### src/rtl/rv_isa_pkg.sv
`default_nettype none

// RV32I instruction set: field widths, word types, opcodes and function codes
package rv_isa_pkg;

    localparam int XLEN      = 32;
    localparam int REG_IDX_W = 5;
    localparam int OPCODE_W  = 7;
    localparam int FUNCT3_W  = 3;

    typedef logic [XLEN-1:0]      word_t;    // data, address or instruction
    typedef logic [REG_IDX_W-1:0] reg_idx_t; // x0..x31
    typedef logic [OPCODE_W-1:0]  opcode_t;
    typedef logic [FUNCT3_W-1:0]  funct3_t;

    // major opcodes, instr[6:0]
    localparam opcode_t OPC_LUI    = 7'b0110111;
    localparam opcode_t OPC_AUIPC  = 7'b0010111;
    localparam opcode_t OPC_JAL    = 7'b1101111;
    localparam opcode_t OPC_JALR   = 7'b1100111;
    localparam opcode_t OPC_BRANCH = 7'b1100011;
    localparam opcode_t OPC_LOAD   = 7'b0000011;
    localparam opcode_t OPC_STORE  = 7'b0100011;
    localparam opcode_t OPC_OPIMM  = 7'b0010011;
    localparam opcode_t OPC_OP     = 7'b0110011;

    // branch conditions
    localparam funct3_t F3_BEQ  = 3'b000;
    localparam funct3_t F3_BNE  = 3'b001;
    localparam funct3_t F3_BLT  = 3'b100;
    localparam funct3_t F3_BGE  = 3'b101;
    localparam funct3_t F3_BLTU = 3'b110;
    localparam funct3_t F3_BGEU = 3'b111;

    // loads and stores, halfwords not supported
    localparam funct3_t F3_LB  = 3'b000;
    localparam funct3_t F3_LW  = 3'b010;
    localparam funct3_t F3_LBU = 3'b100;
    localparam funct3_t F3_SB  = 3'b000;
    localparam funct3_t F3_SW  = 3'b010;

    // alu group, shared by OP and OP-IMM
    localparam funct3_t F3_ADD  = 3'b000; // also SUB
    localparam funct3_t F3_SLL  = 3'b001;
    localparam funct3_t F3_SLT  = 3'b010;
    localparam funct3_t F3_SLTU = 3'b011;
    localparam funct3_t F3_XOR  = 3'b100;
    localparam funct3_t F3_SRL  = 3'b101; // also SRA
    localparam funct3_t F3_OR   = 3'b110;
    localparam funct3_t F3_AND  = 3'b111;

    localparam reg_idx_t REG_A0 = 5'd10; // shown at the top level

endpackage

`default_nettype wire

### src/rtl/register_file.sv
`timescale 1ns/1ps
`default_nettype none

module register_file (
    input  logic                 clk,
    input  logic                 rst,
    input  rv_isa_pkg::reg_idx_t rs1_i,
    input  rv_isa_pkg::reg_idx_t rs2_i,
    input  rv_isa_pkg::reg_idx_t rd_i,
    input  rv_isa_pkg::word_t    wr_data_i,
    input  logic                 wr_en_i,
    output rv_isa_pkg::word_t    rs1_data_o,
    output rv_isa_pkg::word_t    rs2_data_o,
    output rv_isa_pkg::word_t    a0_o
);

    rv_isa_pkg::word_t regs [32];

    // x0 is cleared by reset and never written
    always_ff @(posedge clk or posedge rst) begin
        if (rst) begin
            for (int i = 0; i < 32; i++) begin
                regs[i] <= '0;
            end
        end else if (wr_en_i && rd_i != '0) begin
            regs[rd_i] <= wr_data_i;
        end
    end

    assign rs1_data_o = regs[rs1_i];
    assign rs2_data_o = regs[rs2_i];
    assign a0_o       = regs[rv_isa_pkg::REG_A0]; // debug tap

endmodule

`default_nettype wire

### config.mk
export PLATFORM = sky130hd
export DESIGN_NAME = register_file
export DESIGN_NICKNAME = d
export VERILOG_FILES = /design/src/rtl/rv_isa_pkg.sv /design/src/rtl/register_file.sv
export SDC_FILE = /design/constraint.sdc
export NUM_CORES = 2
export LEC_CHECK = 0
export BUFFER_PORTS_ARGS = -buffer_cell sky130_fd_sc_hd__buf_2
export CAP_MARGIN = 20
export CORE_MARGIN = 2
export CORE_UTILIZATION = 34
export DETAILED_ROUTE_END_ITERATION = 16
export PLACE_DENSITY_LB_ADDON = 0.12
export SYNTH_ARGS = -nofsm -noshare
export SYNTH_HDL_FRONTEND = slang
export SYNTH_SLANG_ARGS = --single-unit
export TNS_END_PERCENT = 5
### constraint.sdc
create_clock -name clk -period 36.1 [get_ports clk]
set_clock_uncertainty 0.1 [all_clocks]
set_input_delay 3.61 -clock clk [delete_from_list [all_inputs] [get_ports clk]]
set_output_delay 3.61 -clock clk [all_outputs]
set_load 0.01 [all_outputs]
==> results.toml <==
[finish]
nets = 4526
area_growth_pct = 9.697
drive_gt1_frac = 0.3119

[timing]
fmax_ghz = 0.08632
setup_tns_ps = 0
relSlewSlack = 0.2279
setup-violations-final = 0
report.final.hold_viol_count = 0
timing.final.crit_share = 0.3209
finalMaxSlewViolations = 0
post-route-min-period_ps = 11580
setup_ws_ps = 24520
rsz0062_at_grt = "false"
tightest_slew_ps = 1158

[synthesis]
synthAdderAreaFrac = 0
yosysWarnings = 0
async_reset_ff_frac = 1.000
yosysTopAreaCell = "dfrtp_1"
yosysUniqueCellTypes = 29
netlist.area_leader.share = 0.4561
synth-simple-area-share = 0.04376
synthFlopType = "dfrtp_1"
synth_area_per_cell_um2 = 12.12
syn_inst = 4634
synth_fp_nets = 4684
synth_top_family_by_area = "multiplexers"
synth-seq-cells = 1024
synth_edf_count = 0
synth.area.mux_share = 0.3813
synthTopCellsByArea = "dfrtp_1, mux2_2, mux2i_1"
synth_xor_area_frac = 0
synth-compound-area-share = 0.06984
synth_area_um2 = 56180
seq_area_frac_synth = 0.4561

[global_routing]
antenna_found_initial = 11
overflow = 0
grt_pass1_wl_mm = 291.3
grt_use_total = 0.2357
grt_pass1_vias = 38970
grt_max_degree = 154

[die]
die_x_um = 410.5
rows = 149
floorplan.initialDensity = 0.3413
dieArea_um2 = 168500
num_io_pins = 146
core_area_um2 = 164600
dieHeight_um = 410.5

[power]
power.density_nw_per_um2 = 55.20
vdd_ir_drop_max_mv = 0.03908
p_leak_nw = 28.82

[route]
vias_per_cell = 5.693
drtIter0Drc = 2787
dr_total_vias = 38520
drc_errors = 0
wl_mm = 201.9
dr.pass1.iters = 5
wl_per_cell_um = 29.84
ant_nets = 0

[clock_tree]
clkSinkCount = 1024
htreeDepth = 3
post_cts_resized = 0
cts_buffers = 119
clock_latency_ps = 730
cts_buffer_depth = 3
clkSlewWorstSetupHoldPaths_ps = 60
post_cts_buffers = 0
cts_tree = "done"
hold_buffers = 0
clock-root-buffer = "clkbuf_16"

[worst_hold_path]
hp-class = "register to register"

[placed_design]
port_buffers = 145
gp_congestion = 0.7378
dp_hpwl_mm = 102.2
place_ws_ps = 24450

[critical_path]
crit_path_end_kind = "output pin"
crit_type = "input port to output pin"
crit_required_ps = 32390
cp_max_fo = 123
arrival_ps = 7870
crit_path_start_kind = "input port"

[status]
run_status = "finished, final reports clean"

[run]
drv_cap = 0
cells by family after synthesis:
family	count (synthesis)
simple gates	512
flops	1024
compound gates	576
buf+inv	506
mux	2016
Yosys cell counts (16+ instances only):
library cell  instances
nand3_1             194
buf_1                21
a21oi_1             192
clkbuf_1            229
buf_2               109
a22oi_1             192
mux2i_1            1024
buf_4               101
a22o_1              128
nor3_1               65
mux2_1               38
buf_6                45
a31oi_1              64
nor2_4               16
mux2_2              954
nand2_1             210
dfrtp_1            1024
area by class of cell:
class                   count  area, µm²
diodes                      2      5.005
flip-flops and latches   1024      25620
multi-input cells        3104      27910
inverters                   1      11.26
fillers                 16020     103000
repair buffers            226       1454
clock buffers             180       3580
well taps                2189       2739
clock inverters            40      309.0
flip-flops by register name (all words and copies together), names as in the netlist:
name	cells
regs	992
a0_o	32
stage by stage:
stage	total power, W	cell area, µm²	hold WS, ps	std cells	utilization
2_1_floorplan	0.002018	56180	348.8	4634	-
3_5_place_dp	0.002210	57730	287.6	6544	0.3507
6_report	0.003402	61630	300.1	6766	0.3744
3_3_place_gp	0.002194	57730	284.5	6544	0.3507
5_1_grt	0.003575	61620	307.9	6764	0.3743
4_1_cts	0.003436	61620	300.9	6764	0.3743
layer usage:
layer	wire, µm	global-route usage	vias to the layer above	part of all wire
li1	-	-	16730	-
met1	98500	0.3474	20660	0.49
met2	89520	0.3615	897	0.44
met3	9221	0.03207	233	0.046
met4	4671	0.06022	0	0.023
met5	0	0	-	0
worst paths after layout:
| kind | startpoint | to | slack, ps | cells after the start |
|---|---|---|---|---|
| min in group asynchronous | rst | regs[132] | 2930 | 2 |
| worst max register to register | a0_o[12] | a0_o[12] | 35020 | 1 |
| worst min-delay path | regs[996] | regs[996] | 300 | 0 |
| worst min register to register | regs[996] | regs[996] | 300 | 0 |
| worst max-delay path | rs2_i[1] | rs2_data_o[4] | 24520 | 10 |
| max in group asynchronous | rst | regs[528] | 28230 | 7 |
cell usage in the layout, fill, tap and decap left out, types with 2 or more instances in the layout:
master      count
a31oi_1        64
nor2b_4         4
dfrtp_1      1024
mux2i_1      1024
buf_12          8
clkinv_2       31
or2_2           3
nand2_1       193
clkbuf_8       33
nor3_1         65
a21oi_1       192
nor2_4         18
clkbuf_1       26
and2_4          2
diode_2         2
a22oi_1       192
mux2_2        954
buf_2         143
buf_8           2
clkbuf_16     121
nand2b_2        4
mux2_1         38
a22o_1        128
nor3b_2         3
nand3b_1        4
clkinv_8        2
nand3_1       194
nand2_2        17
clkinvlp_4      3
bufinv_16       3
buf_4          73
critical path, cell delays in order:
cell     delay [ps]
buf_8           460
buf_4           790
buf_4           750
buf_12          700
mux2i_1         270
a22o_1          170
nor3_1           60
a31oi_1         300
nand3_1         240
buf_2           210
where the power goes:
part           leakage, nW  total (W)  internal (W)  switching [W]
Sequential            13.1    0.00153       0.00137       0.000166
Clock                 1.94    0.00121      0.000700       0.000510
Combinational         13.7   0.000660      0.000332       0.000327
(Power assumes the default switching activity.)
