$ cat src/rtl/rv_isa_pkg.sv
`default_nettype none

// RV32I instruction set: field widths, word types, opcodes and function codes
package rv_isa_pkg;

    localparam int XLEN      = 32;
    localparam int REG_IDX_W = 5;
    localparam int OPCODE_W  = 7;
    localparam int FUNCT3_W  = 3;

    typedef logic [XLEN-1:0]      word_t;    // data, address or instruction
    typedef logic [REG_IDX_W-1:0] reg_idx_t; // x0..x31
    typedef logic [OPCODE_W-1:0]  opcode_t;
    typedef logic [FUNCT3_W-1:0]  funct3_t;

    // major opcodes, instr[6:0]
    localparam opcode_t OPC_LUI    = 7'b0110111;
    localparam opcode_t OPC_AUIPC  = 7'b0010111;
    localparam opcode_t OPC_JAL    = 7'b1101111;
    localparam opcode_t OPC_JALR   = 7'b1100111;
    localparam opcode_t OPC_BRANCH = 7'b1100011;
    localparam opcode_t OPC_LOAD   = 7'b0000011;
    localparam opcode_t OPC_STORE  = 7'b0100011;
    localparam opcode_t OPC_OPIMM  = 7'b0010011;
    localparam opcode_t OPC_OP     = 7'b0110011;

    // branch conditions
    localparam funct3_t F3_BEQ  = 3'b000;
    localparam funct3_t F3_BNE  = 3'b001;
    localparam funct3_t F3_BLT  = 3'b100;
    localparam funct3_t F3_BGE  = 3'b101;
    localparam funct3_t F3_BLTU = 3'b110;
    localparam funct3_t F3_BGEU = 3'b111;

    // loads and stores, halfwords not supported
    localparam funct3_t F3_LB  = 3'b000;
    localparam funct3_t F3_LW  = 3'b010;
    localparam funct3_t F3_LBU = 3'b100;
    localparam funct3_t F3_SB  = 3'b000;
    localparam funct3_t F3_SW  = 3'b010;

    // alu group, shared by OP and OP-IMM
    localparam funct3_t F3_ADD  = 3'b000; // also SUB
    localparam funct3_t F3_SLL  = 3'b001;
    localparam funct3_t F3_SLT  = 3'b010;
    localparam funct3_t F3_SLTU = 3'b011;
    localparam funct3_t F3_XOR  = 3'b100;
    localparam funct3_t F3_SRL  = 3'b101; // also SRA
    localparam funct3_t F3_OR   = 3'b110;
    localparam funct3_t F3_AND  = 3'b111;

    localparam reg_idx_t REG_A0 = 5'd10; // shown at the top level

endpackage

`default_nettype wire

$ cat src/rtl/core_cfg_pkg.sv
`default_nettype none

// build options of this core and its internal control types
package core_cfg_pkg;

    localparam int IMEM_WORDS  = 256;
    localparam int IMEM_ADDR_W = $clog2(IMEM_WORDS);
    localparam int DMEM_BYTES  = 1024;
    localparam int DMEM_ADDR_W = $clog2(DMEM_BYTES);

    localparam rv_isa_pkg::word_t RESET_PC = '0;

    typedef logic [IMEM_ADDR_W-1:0] imem_addr_t; // instruction word index
    typedef logic [DMEM_ADDR_W-1:0] dmem_addr_t; // data byte index

    typedef enum logic [3:0] {
        ALU_ADD,
        ALU_SUB,
        ALU_SLL,
        ALU_SLT,
        ALU_SLTU,
        ALU_XOR,
        ALU_SRL,
        ALU_SRA,
        ALU_OR,
        ALU_AND,
        ALU_PASS_B  // lui
    } alu_op_e;

    typedef enum logic [2:0] {
        IMM_I,
        IMM_S,
        IMM_B,
        IMM_U,
        IMM_J
    } imm_sel_e;

    typedef enum logic [1:0] {
        WB_ALU,
        WB_MEM,
        WB_PC4
    } wb_sel_e;

    // control word from the decoder, 15 bits
    typedef struct packed {
        logic    reg_wr_en;
        logic    mem_wr_en;
        logic    mem_byte;    // byte-wide access
        logic    mem_signed;  // sign-extend byte loads
        logic    alu_src_imm; // operand b is the immediate
        logic    alu_a_pc;    // operand a is pc or zero (auipc, lui)
        alu_op_e alu_op;
        wb_sel_e wb_sel;
        logic    is_branch;
        logic    is_jal;
        logic    is_jalr;
    } ctrl_t;

endpackage

`default_nettype wire

$ cat src/rtl/rv_alu.sv
`timescale 1ns/1ps
`default_nettype none

module rv_alu (
    input  rv_isa_pkg::word_t     a_i,
    input  rv_isa_pkg::word_t     b_i,
    input  core_cfg_pkg::alu_op_e op_i,
    input  rv_isa_pkg::funct3_t   br_funct3_i,
    output rv_isa_pkg::word_t     result_o,
    output logic                  branch_taken_o
);

    logic [4:0] shamt;
    logic       lt_s;  // signed a < b
    logic       lt_u;  // unsigned a < b
    logic       eq;

    assign shamt = b_i[4:0];
    assign lt_s  = $signed(a_i) < $signed(b_i);
    assign lt_u  = a_i < b_i;
    assign eq    = (a_i == b_i);

    always_comb begin
        case (op_i)
            core_cfg_pkg::ALU_SUB:    result_o = a_i - b_i;
            core_cfg_pkg::ALU_SLL:    result_o = a_i << shamt;
            core_cfg_pkg::ALU_SLT:    result_o = {31'b0, lt_s};
            core_cfg_pkg::ALU_SLTU:   result_o = {31'b0, lt_u};
            core_cfg_pkg::ALU_XOR:    result_o = a_i ^ b_i;
            core_cfg_pkg::ALU_SRL:    result_o = a_i >> shamt;
            core_cfg_pkg::ALU_SRA:    result_o = $unsigned($signed(a_i) >>> shamt);
            core_cfg_pkg::ALU_OR:     result_o = a_i | b_i;
            core_cfg_pkg::ALU_AND:    result_o = a_i & b_i;
            core_cfg_pkg::ALU_PASS_B: result_o = b_i;
            default:                  result_o = a_i + b_i; // add, addresses too
        endcase
    end

    // branch condition on raw operands, whatever op_i is
    always_comb begin
        case (br_funct3_i)
            rv_isa_pkg::F3_BEQ:  branch_taken_o = eq;
            rv_isa_pkg::F3_BNE:  branch_taken_o = !eq;
            rv_isa_pkg::F3_BLT:  branch_taken_o = lt_s;
            rv_isa_pkg::F3_BGE:  branch_taken_o = !lt_s;
            rv_isa_pkg::F3_BLTU: branch_taken_o = lt_u;
            rv_isa_pkg::F3_BGEU: branch_taken_o = !lt_u;
            default:             branch_taken_o = 1'b0; // reserved encodings
        endcase
    end

endmodule

`default_nettype wire

$ cat config.mk
export PLATFORM = sky130hd
export DESIGN_NAME = rv_alu
export DESIGN_NICKNAME = d
export VERILOG_FILES = /design/src/rtl/rv_isa_pkg.sv /design/src/rtl/core_cfg_pkg.sv /design/src/rtl/rv_alu.sv
export SDC_FILE = /design/constraint.sdc
export NUM_CORES = 1
export LEC_CHECK = 0
export BUFFER_PORTS_ARGS = -buffer_cell sky130_fd_sc_hd__buf_4
export CAP_MARGIN = 30
export CORE_UTILIZATION = 54
export DETAILED_ROUTE_END_ITERATION = 10
export PLACE_DENSITY = 0.75
export SYNTH_ARGS = -nofsm -noshare
export SYNTH_HDL_FRONTEND = slang
export SYNTH_SLANG_ARGS = --single-unit
$ cat constraint.sdc
create_clock -name vclk -period 5.4
set_clock_uncertainty 0.15 [all_clocks]
set_input_delay 0.27 -clock vclk [all_inputs]
set_output_delay 0.27 -clock vclk [all_outputs]
set_load 0.02 [all_outputs]
==> flow_metrics.env <==
export IMPL_vias_per_cell=7.340
export IMPL_grt_pass1_vias=10540
export IMPL_coreArea_sq_um=16120
export IMPL_die_area_sq_um=17280
export IMPL_setup_viol=0
export IMPL_yosysSeqAreaShare=0
export IMPL_crit_chain="buf_4 > clkinv_1 > buf_4 > fa_1 > nand2b_1 > a21oi_1 > o21ai_0 > nand2_1 > a31oi_1 > o21ai_0 > a21oi_1 > a211o_1 > o22ai_1 > buf_4"
export IMPL_holdWs_ps=700.5
export IMPL_rows=46
export IMPL_ctsResizeCount=0
export IMPL_cp_end_kind="primary output"
export IMPL_syn_area_per_cell_sq_um=6.623
export IMPL_postRouteAntennaNets=0
export IMPL_rsz0062_at_grt="no"
export IMPL_area_growth_pct=8.823
export IMPL_grt_pass1_wl_um=61820
export IMPL_hp_class="in2out"
export IMPL_synthCells=1366
export IMPL_drive_gt1_frac=0.1494
export IMPL_antenna_found_initial=1
export IMPL_period_share=0.8213
export IMPL_fin_area_sq_um=9846
export IMPL_flops_and_latches=0
export IMPL_fin_setup_tns_ps=0
export IMPL_path_class="in2out"
export IMPL_slew_headroom=0.3870
export IMPL_io_buffers=104
export IMPL_overflow=0
export IMPL_synth_cell_types=81
export IMPL_yosys_warnings=0
export IMPL_initial_core_util=0.5614
export IMPL_slew_violations=0
export IMPL_postCtsSetupBuffers=0
export IMPL_synth_area_sq_um=9047
export IMPL_drc_errors=0
export IMPL_crit_top_cell="buf_4"
export IMPL_hpwl_um=32010
export IMPL_ioPinCount=104
export IMPL_final_core_util=0.6109
export IMPL_dpl_instance_area_sq_um=9831
export IMPL_synth_nets=1536
export IMPL_arrival_ps=4010
export IMPL_gp_congestion=1.083
export IMPL_hold_viol_final=0
export IMPL_seqCellArea_sq_um=0
export IMPL_worst_slew_pin_slew_ps=911.2
export IMPL_grt_usage=0.4540
export IMPL_required_ps=4980
export IMPL_routed_wl_um=41130
export IMPL_drt_iter0_drc=1657
export IMPL_final_common_cell="a21oi_1"
export IMPL_cp_start_kind="input pin"
export IMPL_routedWlPerCell_um=25.66
export IMPL_cp_buffers_inverters=4
export IMPL_nets=1558
export IMPL_cts_hold_buffers=0
export IMPL_fp_dieW_um=131.4
export IMPL_final_cell_mix="a21oi_1 (160), nor2_1 (157), buf_4 (128), nand2_1 (111), ha_1 (97)"
export IMPL_grt_max_degree=83
export IMPL_critical_path_max_stage_delay_ps=710
export IMPL_critical_path_top_delay_family="compound AO/OA/AOI/OAI gates"
export IMPL_dr_pass1_iters=7
export IMPL_cap_violations=0
export IMPL_max_freq_mhz=225.5
export IMPL_vias=11770
export IMPL_clkbuf_count=0
export IMPL_period_minus_slack_ps=4435
export IMPL_die_h_um=131.4
export IMPL_status="finished, final reports clean"
export IMPL_slowest_stage="o21ai_0"
export IMPL_cp_max_fo=39
-- logic make-up (layout without fill, tap and decap cells) --
kind of cell | count (synthesis) | after routing | synth area share
AO/OA/AOI/OAI | 539 | 539 | 0.3983
AND/OR/NAND/NOR | 423 | 423 | 0.2166
buffers and inverters | 202 | 222 | 0.09418
adder cells (fa/ha/maj) | 99 | 99 | 0.1386
multiplexers | 97 | 97 | 0.1466
XOR/XNOR | 6 | 6 | 0.005808
other | 0 | 1 | 0
-- area by class of cell --
class              count  area (sq um)
diodes                 1         2.502
fillers             1619          6270
inverters             93         349.1
multi-input cells   1164          8250
well taps            216         270.3
repair buffers       129         973.4
-- path summary, 6_finish.rpt --
check	end	cells past startpoint	start
max	result_o[26]	14	b_i[1]
min	branch_taken_o	3	br_funct3_i[2]
-- through the flow --
| step | setup slack (ps) | instances |
|---|---|---|
| 2_1_floorplan | 1299 | 1366 |
| 3_3_place_gp | 1184 | 1601 |
| 3_5_place_dp | 1147 | 1601 |
| 4_1_cts | 1136 | 1601 |
| 5_1_grt | 850.8 | 1602 |
| 6_report | 965.1 | 1603 |
-- synth_stat cells, types with 11 or more instances --
library cell	count	area, sq um
mux2_2	21	236.5
nand2b_1	18	112.6
a221oi_1	13	113.9
mux2i_1	47	470.5
o22ai_1	15	93.84
clkbuf_1	62	232.7
buf_2	18	90.09
a211oi_1	30	225.2
nor3_1	40	200.2
nor2b_1	21	131.4
o211ai_1	24	180.2
o31ai_1	11	82.58
a211o_1	13	113.9
a221o_1	11	110.1
a31oi_1	22	137.6
nand2_1	111	416.7
mux4_2	25	563.0
a21o_1	18	135.1
ha_1	97	1214
nor2_1	157	589.3
o21bai_1	21	157.7
buf_1	12	45.04
nand3_1	19	95.09
o21ai_0	86	430.4
a22oi_1	16	120.1
o221ai_1	15	131.4
a21oi_1	160	800.8
inv_1	90	337.8
-- metal layers --
| layer | global-route usage | vias to the layer above | part of all wire |
|---|---|---|---|
| met4 | 0.1796 | 0 | 0.048 |
| met3 | 0.1119 | 182 | 0.15 |
| li1 | - | 5169 | - |
| met5 | 0 | - | 0 |
| met2 | 0.6717 | 939 | 0.41 |
| met1 | 0.6247 | 5476 | 0.39 |
