<file path="config.mk">
export PLATFORM = sky130hd
export DESIGN_NAME = rv_decoder
export DESIGN_NICKNAME = d
export VERILOG_FILES = /design/src/rtl/rv_isa_pkg.sv /design/src/rtl/core_cfg_pkg.sv /design/src/rtl/rv_decoder.sv
export SDC_FILE = /design/constraint.sdc
export NUM_CORES = 1
export LEC_CHECK = 0
export BUFFER_PORTS_ARGS = -buffer_cell sky130_fd_sc_hd__buf_2
export CAP_MARGIN = 15
export CELL_PAD_IN_SITES_DETAIL_PLACEMENT = 1
export CELL_PAD_IN_SITES_GLOBAL_PLACEMENT = 1
export CORE_MARGIN = 5
export CORE_UTILIZATION = 18
export DETAILED_ROUTE_END_ITERATION = 12
export PLACE_DENSITY = 0.81
export SKIP_LAST_GASP = 1
export SLEW_MARGIN = 20
export SYNTH_ARGS = -nofsm -noshare
export SYNTH_HDL_FRONTEND = slang
export SYNTH_SLANG_ARGS = --single-unit
export TNS_END_PERCENT = 30
</file>
<file path="constraint.sdc">
create_clock -name vclk -period 1.4
set_input_delay 0.28 -clock vclk [all_inputs]
set_output_delay 0.28 -clock vclk [all_outputs]
set_load 0.005 [all_outputs]
</file>
<file path="src/rtl/rv_isa_pkg.sv">
`default_nettype none

// RV32I instruction set: field widths, word types, opcodes and function codes
package rv_isa_pkg;

    localparam int XLEN      = 32;
    localparam int REG_IDX_W = 5;
    localparam int OPCODE_W  = 7;
    localparam int FUNCT3_W  = 3;

    typedef logic [XLEN-1:0]      word_t;    // data, address or instruction
    typedef logic [REG_IDX_W-1:0] reg_idx_t; // x0..x31
    typedef logic [OPCODE_W-1:0]  opcode_t;
    typedef logic [FUNCT3_W-1:0]  funct3_t;

    // major opcodes, instr[6:0]
    localparam opcode_t OPC_LUI    = 7'b0110111;
    localparam opcode_t OPC_AUIPC  = 7'b0010111;
    localparam opcode_t OPC_JAL    = 7'b1101111;
    localparam opcode_t OPC_JALR   = 7'b1100111;
    localparam opcode_t OPC_BRANCH = 7'b1100011;
    localparam opcode_t OPC_LOAD   = 7'b0000011;
    localparam opcode_t OPC_STORE  = 7'b0100011;
    localparam opcode_t OPC_OPIMM  = 7'b0010011;
    localparam opcode_t OPC_OP     = 7'b0110011;

    // branch conditions
    localparam funct3_t F3_BEQ  = 3'b000;
    localparam funct3_t F3_BNE  = 3'b001;
    localparam funct3_t F3_BLT  = 3'b100;
    localparam funct3_t F3_BGE  = 3'b101;
    localparam funct3_t F3_BLTU = 3'b110;
    localparam funct3_t F3_BGEU = 3'b111;

    // loads and stores, halfwords not supported
    localparam funct3_t F3_LB  = 3'b000;
    localparam funct3_t F3_LW  = 3'b010;
    localparam funct3_t F3_LBU = 3'b100;
    localparam funct3_t F3_SB  = 3'b000;
    localparam funct3_t F3_SW  = 3'b010;

    // alu group, shared by OP and OP-IMM
    localparam funct3_t F3_ADD  = 3'b000; // also SUB
    localparam funct3_t F3_SLL  = 3'b001;
    localparam funct3_t F3_SLT  = 3'b010;
    localparam funct3_t F3_SLTU = 3'b011;
    localparam funct3_t F3_XOR  = 3'b100;
    localparam funct3_t F3_SRL  = 3'b101; // also SRA
    localparam funct3_t F3_OR   = 3'b110;
    localparam funct3_t F3_AND  = 3'b111;

    localparam reg_idx_t REG_A0 = 5'd10; // shown at the top level

endpackage

`default_nettype wire

</file>
<file path="src/rtl/core_cfg_pkg.sv">
`default_nettype none

// build options of this core and its internal control types
package core_cfg_pkg;

    localparam int IMEM_WORDS  = 256;
    localparam int IMEM_ADDR_W = $clog2(IMEM_WORDS);
    localparam int DMEM_BYTES  = 1024;
    localparam int DMEM_ADDR_W = $clog2(DMEM_BYTES);

    localparam rv_isa_pkg::word_t RESET_PC = '0;

    typedef logic [IMEM_ADDR_W-1:0] imem_addr_t; // instruction word index
    typedef logic [DMEM_ADDR_W-1:0] dmem_addr_t; // data byte index

    typedef enum logic [3:0] {
        ALU_ADD,
        ALU_SUB,
        ALU_SLL,
        ALU_SLT,
        ALU_SLTU,
        ALU_XOR,
        ALU_SRL,
        ALU_SRA,
        ALU_OR,
        ALU_AND,
        ALU_PASS_B  // lui
    } alu_op_e;

    typedef enum logic [2:0] {
        IMM_I,
        IMM_S,
        IMM_B,
        IMM_U,
        IMM_J
    } imm_sel_e;

    typedef enum logic [1:0] {
        WB_ALU,
        WB_MEM,
        WB_PC4
    } wb_sel_e;

    // control word from the decoder, 15 bits
    typedef struct packed {
        logic    reg_wr_en;
        logic    mem_wr_en;
        logic    mem_byte;    // byte-wide access
        logic    mem_signed;  // sign-extend byte loads
        logic    alu_src_imm; // operand b is the immediate
        logic    alu_a_pc;    // operand a is pc or zero (auipc, lui)
        alu_op_e alu_op;
        wb_sel_e wb_sel;
        logic    is_branch;
        logic    is_jal;
        logic    is_jalr;
    } ctrl_t;

endpackage

`default_nettype wire

</file>
<file path="src/rtl/rv_decoder.sv">
`timescale 1ns/1ps
`default_nettype none

module rv_decoder (
    input  rv_isa_pkg::word_t     instr_i,
    output core_cfg_pkg::ctrl_t   ctrl_o,
    output rv_isa_pkg::word_t     imm_o
);

    rv_isa_pkg::opcode_t    opcode;
    rv_isa_pkg::funct3_t    funct3;
    logic                   f7_b5;    // sub / sra select
    core_cfg_pkg::alu_op_e  arith_op; // op for OP and OP-IMM
    core_cfg_pkg::imm_sel_e imm_sel;

    assign opcode = instr_i[6:0];
    assign funct3 = instr_i[14:12];
    assign f7_b5  = instr_i[30];

    // arithmetic group op, only OP uses funct7 for sub
    always_comb begin
        case (funct3)
            rv_isa_pkg::F3_ADD:  arith_op = (opcode == rv_isa_pkg::OPC_OP && f7_b5) ?
                                            core_cfg_pkg::ALU_SUB : core_cfg_pkg::ALU_ADD;
            rv_isa_pkg::F3_SLL:  arith_op = core_cfg_pkg::ALU_SLL;
            rv_isa_pkg::F3_SLT:  arith_op = core_cfg_pkg::ALU_SLT;
            rv_isa_pkg::F3_SLTU: arith_op = core_cfg_pkg::ALU_SLTU;
            rv_isa_pkg::F3_XOR:  arith_op = core_cfg_pkg::ALU_XOR;
            rv_isa_pkg::F3_SRL:  arith_op = f7_b5 ? core_cfg_pkg::ALU_SRA : core_cfg_pkg::ALU_SRL;
            rv_isa_pkg::F3_OR:   arith_op = core_cfg_pkg::ALU_OR;
            default:             arith_op = core_cfg_pkg::ALU_AND;
        endcase
    end

    always_comb begin
        ctrl_o  = '0; // no writes, plain pc+4
        imm_sel = core_cfg_pkg::IMM_I;
        case (opcode)
            rv_isa_pkg::OPC_LUI: begin
                ctrl_o.reg_wr_en   = 1'b1;
                ctrl_o.alu_a_pc    = 1'b1; // top feeds zero for lui
                ctrl_o.alu_src_imm = 1'b1;
                ctrl_o.alu_op      = core_cfg_pkg::ALU_PASS_B;
                imm_sel            = core_cfg_pkg::IMM_U;
            end
            rv_isa_pkg::OPC_AUIPC: begin
                ctrl_o.reg_wr_en   = 1'b1;
                ctrl_o.alu_a_pc    = 1'b1;
                ctrl_o.alu_src_imm = 1'b1;
                ctrl_o.alu_op      = core_cfg_pkg::ALU_ADD;
                imm_sel            = core_cfg_pkg::IMM_U;
            end
            rv_isa_pkg::OPC_JAL: begin
                ctrl_o.reg_wr_en = 1'b1;
                ctrl_o.wb_sel    = core_cfg_pkg::WB_PC4; // link
                ctrl_o.is_jal    = 1'b1;
                imm_sel          = core_cfg_pkg::IMM_J;
            end
            rv_isa_pkg::OPC_JALR: begin
                ctrl_o.reg_wr_en = 1'b1;
                ctrl_o.wb_sel    = core_cfg_pkg::WB_PC4;
                ctrl_o.is_jalr   = 1'b1;
            end
            rv_isa_pkg::OPC_BRANCH: begin
                ctrl_o.is_branch = 1'b1; // condition from the alu compare
                ctrl_o.alu_op    = core_cfg_pkg::ALU_SUB;
                imm_sel          = core_cfg_pkg::IMM_B;
            end
            rv_isa_pkg::OPC_LOAD: begin
                // lb, lw, lbu only, the rest fall through as no-ops
                ctrl_o.reg_wr_en   = (funct3 == rv_isa_pkg::F3_LB) ||
                                     (funct3 == rv_isa_pkg::F3_LW) ||
                                     (funct3 == rv_isa_pkg::F3_LBU);
                ctrl_o.alu_src_imm = 1'b1;
                ctrl_o.wb_sel      = core_cfg_pkg::WB_MEM;
                ctrl_o.mem_byte    = (funct3 != rv_isa_pkg::F3_LW);
                ctrl_o.mem_signed  = (funct3 == rv_isa_pkg::F3_LB);
            end
            rv_isa_pkg::OPC_STORE: begin
                ctrl_o.mem_wr_en   = (funct3 == rv_isa_pkg::F3_SB) ||
                                     (funct3 == rv_isa_pkg::F3_SW);
                ctrl_o.alu_src_imm = 1'b1;
                ctrl_o.mem_byte    = (funct3 == rv_isa_pkg::F3_SB);
                imm_sel            = core_cfg_pkg::IMM_S;
            end
            rv_isa_pkg::OPC_OPIMM: begin
                ctrl_o.reg_wr_en   = 1'b1;
                ctrl_o.alu_src_imm = 1'b1;
                ctrl_o.alu_op      = arith_op;
            end
            rv_isa_pkg::OPC_OP: begin
                ctrl_o.reg_wr_en = 1'b1;
                ctrl_o.alu_op    = arith_op;
            end
            default: ; // illegal opcode, nothing written
        endcase
    end

    // immediate extender, sign from bit 31
    always_comb begin
        case (imm_sel)
            core_cfg_pkg::IMM_S: imm_o = {{20{instr_i[31]}}, instr_i[31:25], instr_i[11:7]};
            core_cfg_pkg::IMM_B: imm_o = {{19{instr_i[31]}}, instr_i[31], instr_i[7],
                                          instr_i[30:25], instr_i[11:8], 1'b0};
            core_cfg_pkg::IMM_U: imm_o = {instr_i[31:12], 12'b0};
            core_cfg_pkg::IMM_J: imm_o = {{11{instr_i[31]}}, instr_i[31], instr_i[19:12],
                                          instr_i[20], instr_i[30:21], 1'b0};
            default:             imm_o = {{20{instr_i[31]}}, instr_i[31:20]}; // I-type
        endcase
    end

endmodule

`default_nettype wire

</file>
==> impl_metrics.json, run 1 <==
{
  "status": "finished with violations",
  "violations": "negative setup slack",
  "yosysSeqAreaShare_pct": 0,
  "coreArea_sq_um": 3310,
  "yosys_warnings": 0,
  "path_class": "in -> out",
  "power_uw": 324,
  "drtAntennaViolNets": 0,
  "postLayoutCellArea_sq_um": 1470,
  "grt_usage_pct": 13.4,
  "vias": 1068,
  "syn_area_sq_um": 612,
  "vias_per_cell": 4.49,
  "nets": 226,
  "antenna_found_initial": 0,
  "avgSynthCellArea_sq_um": 7.11,
  "p_leak_nw": 0.910,
  "gp_congestion": 0.703,
  "cp-end-kind": "output port",
  "min_period_ps": 1730,
  "start_kind": "primary input",
  "critPathRequiredTime_ps": 1120,
  "arrival_ps": 1450,
  "finalWorstSetupSlack_ps": -332,
  "fin_util_pct": 44.3,
  "cap_viol_max_count": 0,
  "synth_nets": 118,
  "synthCells": 86,
  "worst-slew-pin-transition_ps": 277,
  "io_pins": 79,
  "area.growth.synth_to_final_pct": 140,
  "grt_pass1_vias": 1037,
  "max_freq_mhz": 577,
  "floorplan.rows": 21,
  "die_h_microns": 68.3,
  "drtIter0Drc": 19,
  "grt_pass1_wl_microns": 4890,
  "path_max_fanout": 8,
  "final_hold_viol_count": 0,
  "ff_latch_area_sq_um": 0,
  "route.detailed.drc": 0,
  "setup_viol": 44,
  "initial_core_util_pct": 18.5,
  "portBuffers": 79,
  "wirelength_microns": 3560,
  "power_density_nw_per_um2": 221,
  "wl_per_cell_microns": 15.0,
  "clockBufferCount": 0,
  "fin_tns_setup_ps": -11470,
  "die_w_microns": 68.3,
  "grt-ovfl-total": 0,
  "maxSlewViolCount": 0,
  "final_cells": 238,
  "slew_headroom_pct": 81.5,
  "dp_slack_ps": -435,
  "hold_ws_ps": 802,
  "drt-pass1-iter-count": 2,
  "ys_types": 34,
  "irDropWorstVdd_uv": 94.6,
  "final.period_utilization_pct": 124,
  "place_hpwl_microns": 2850,
  "antenna_cells": 0,
  "placed_cells": 228,
  "dieArea_sq_um": 4660,
  "holdCritPathClass": "in -> out",
  "grt_max_degree": 17,
  "postPlaceCellArea_sq_um": 1260,
  "seq_cell_count": 0,
  "drive_gt1_share_pct": 69.3,
  "rsz0062_at_grt": "true"
}
[worst paths after layout]
| kind | slack [ps] | cells after the start | start | endpoint |
|---|---|---|---|---|
| min | 800 | 2 | instr_i[31] | imm_o[31] |
| max | -330 | 8 | instr_i[3] | imm_o[18] |
[where the power goes]
part / total (mW) / switching [mW] / internal, mW
Sequential: 0 / 0 / 0
Clock: 0 / 0 / 0
Combinational: 0.324 / 0.145 / 0.179
Total: 0.324 / 0.145 / 0.179
[cells by family after synthesis]
kind of cell           count (synthesis)  synth area share [%]
buffers and inverters                  8                  7.16
AND/OR/NAND/NOR                       41                  46.8
AO/OA/AOI/OAI                         36                  44.4
multiplexers                           1                  1.64
[synth_stat cells, types with 2 or more instances]
cell / count / area share [%]
a21o_1: 21 / 26
a21oi_1: 2 / 1.6
a22o_1: 5 / 7.2
buf_2: 2 / 1.6
clkbuf_1: 3 / 1.8
nand2_1: 6 / 3.7
nand2b_1: 4 / 4.1
nand3b_1: 2 / 2.5
nor2_1: 5 / 3.1
nor2b_1: 8 / 8.2
nor3_1: 2 / 1.6
nor3_2: 3 / 4.9
o21ai_0: 2 / 1.6
[cell usage in the layout, fill, tap and decap left out, drive strengths merged]
master and count:
a21o 21, o22a 1, or2 2, a21oi 2, o221ai 1, mux2i 1
o21ai 3, a2111o 1, clkbuf 1, buf 112, nor2 6, nand3 1
or3 1, a22o 5, nor4b 1, nor3 5, o21bai 1, nand2 6
a2bb2oi 1, and2 1, nand3b 3, nor3b 2, nor2b 9, nand2b 4
nand4b 1
[worst max-delay path, stage by stage]
cell      delay, ps
buf_6            90
nand3b_4        180
nor3_4          270
buf_6           150
or2_4           140
buf_12          110
a21o_1          110
buf_2           110
[layer usage]
layer  GRT usage (%)  vias up  part of all wire, %
met2            28.4       32                   58
met4           0.744        0                    0
met1            14.3      505                   35
met3            1.48        0                  6.8
met5               0        -                    0
li1                -      531                    -
[final cells by class]
class	count	area, sq um
fill	439	1840
multi-input combinational	79	677
timing repair buffer	113	733
tap	46	57.6
[repair_timing]
action / 4_1_cts / 5_1_grt
gates cloned: 1 / 1
hold buffers: 0 / 0
endpoints found under the setup margin: 43 / 43
pin swaps: 3 / 14
setup buffers: 8 / 4
gates resized for setup: 19 / 5
No activity file was read; power rests on OpenSTA's default activity.
==> inputs of run 2 (changes only) <==
--- a/config.mk
+++ b/config.mk
@@ -9,7 +9,7 @@
 export CAP_MARGIN = 15
 export CELL_PAD_IN_SITES_DETAIL_PLACEMENT = 1
 export CELL_PAD_IN_SITES_GLOBAL_PLACEMENT = 1
-export CORE_MARGIN = 5
+export CORE_MARGIN = 2
 export CORE_UTILIZATION = 18
 export DETAILED_ROUTE_END_ITERATION = 12
 export PLACE_DENSITY = 0.81
==> impl_metrics.json, run 2 (same netlist as run 1, synthesis figures left out) <==
{
  "status": "finished with violations",
  "violations": "negative setup slack",
  "start_kind": "primary input",
  "postPlaceCellArea_sq_um": 1250,
  "arrival_ps": 1470,
  "vias_per_cell": 4.56,
  "cp-end-kind": "output port",
  "dieArea_sq_um": 3880,
  "floorplan.rows": 21,
  "final_hold_viol_count": 0,
  "portBuffers": 79,
  "critPathRequiredTime_ps": 1120,
  "max_freq_mhz": 572,
  "cp_top_family": "simple AND/OR/NAND/NOR gates",
  "irDropWorstVdd_uv": 91.5,
  "max_stage_delay_ps": 390,
  "multi_input_area_sq_um": 667,
  "clockBufferCount": 0,
  "fill_cells": 454,
  "antenna_found_initial": 0,
  "ff_latch_area_sq_um": 0,
  "crit_buf_inv": 2,
  "maxSlewViolCount": 0,
  "fin_tns_setup_ps": -10270,
  "power_density_nw_per_um2": 217,
  "min_period_ps": 1750,
  "path_class": "in -> out",
  "final_cells": 236,
  "vias": 1076,
  "path_max_fanout": 6,
  "initial_core_util_pct": 18.5,
  "p_leak_nw": 0.891,
  "die_h_microns": 62.3,
  "grt_pass1_vias": 1101,
  "route.detailed.drc": 0,
  "worst-slew-pin-transition_ps": 358,
  "wl_per_cell_microns": 13.9,
  "postLayoutCellArea_sq_um": 1420,
  "finalWorstSetupSlack_ps": -348,
  "drtAntennaViolNets": 0,
  "drtIter0Drc": 28,
  "area.growth.synth_to_final_pct": 132,
  "grt_max_degree": 10,
  "most-common-layout-cells": "buf_2 (78), buf_4 (23), a21o_1 (21)",
  "antenna_cells": 0,
  "drt-pass1-iter-count": 4,
  "hold_start": "instr_i[31]",
  "startpoint": "instr_i[3]",
  "fin_util_pct": 42.8,
  "nets": 224,
  "setup_viol": 43,
  "slowest_stage": "or3_4",
  "coreArea_sq_um": 3310,
  "io_pins": 79,
  "seq_cell_count": 0,
  "placed_cells": 227,
  "final.period_utilization_pct": 125,
  "cap_viol_max_count": 0,
  "gp_congestion": 0.785,
  "grt_usage_pct": 16.2,
  "hold_ws_ps": 808,
  "cp_cell_sequence": "buf_6, nand3b_4, or3_4, nor3_4, a2bb2oi_1, buf_2",
  "dp_slack_ps": -402,
  "holdCritPathClass": "in -> out",
  "drive_gt1_share_pct": 67.9,
  "wirelength_microns": 3290,
  "grt-ovfl-total": 0,
  "grt_pass1_wl_microns": 5330,
  "power_uw": 307,
  "die_w_microns": 62.3,
  "rsz0062_at_grt": "true",
  "slew_headroom_pct": 76.1,
  "place_hpwl_microns": 2460,
  "final_common_cell": "buf_2"
}
[run 2: layout make-up]
| type | count | share of cell area, % |
|---|---|---|
| tap | 46 | 4.06 |
| multi-input combinational | 79 | 47.0 |
| timing repair buffer | 111 | 48.9 |
[run 2: what timing repair did]
action,in CTS,in global routing
pin swaps,7,0
cloned,1,0
resized for setup,16,4
endpoints found under the setup margin,43,44
buffers inserted,7,3
hold buffers,0,0
[run 2: power breakdown]
part           total [mW]  switching [mW]  internal [mW]
sequential              0               0              0
clock                   0               0              0
combinational       0.307           0.140          0.168
[run 2: worst paths after layout]
kind	to	depth (start not counted)	slack, ps
max	ctrl_o[12]	6	-350
min	imm_o[31]	2	810
[run 2: routing by layer]
layer | GRT usage, % | share of wire (%)
met5 | 0 | 0
met4 | 2.50 | 1.2
met3 | 1.81 | 5.0
met2 | 31.3 | 53
met1 | 19.4 | 40
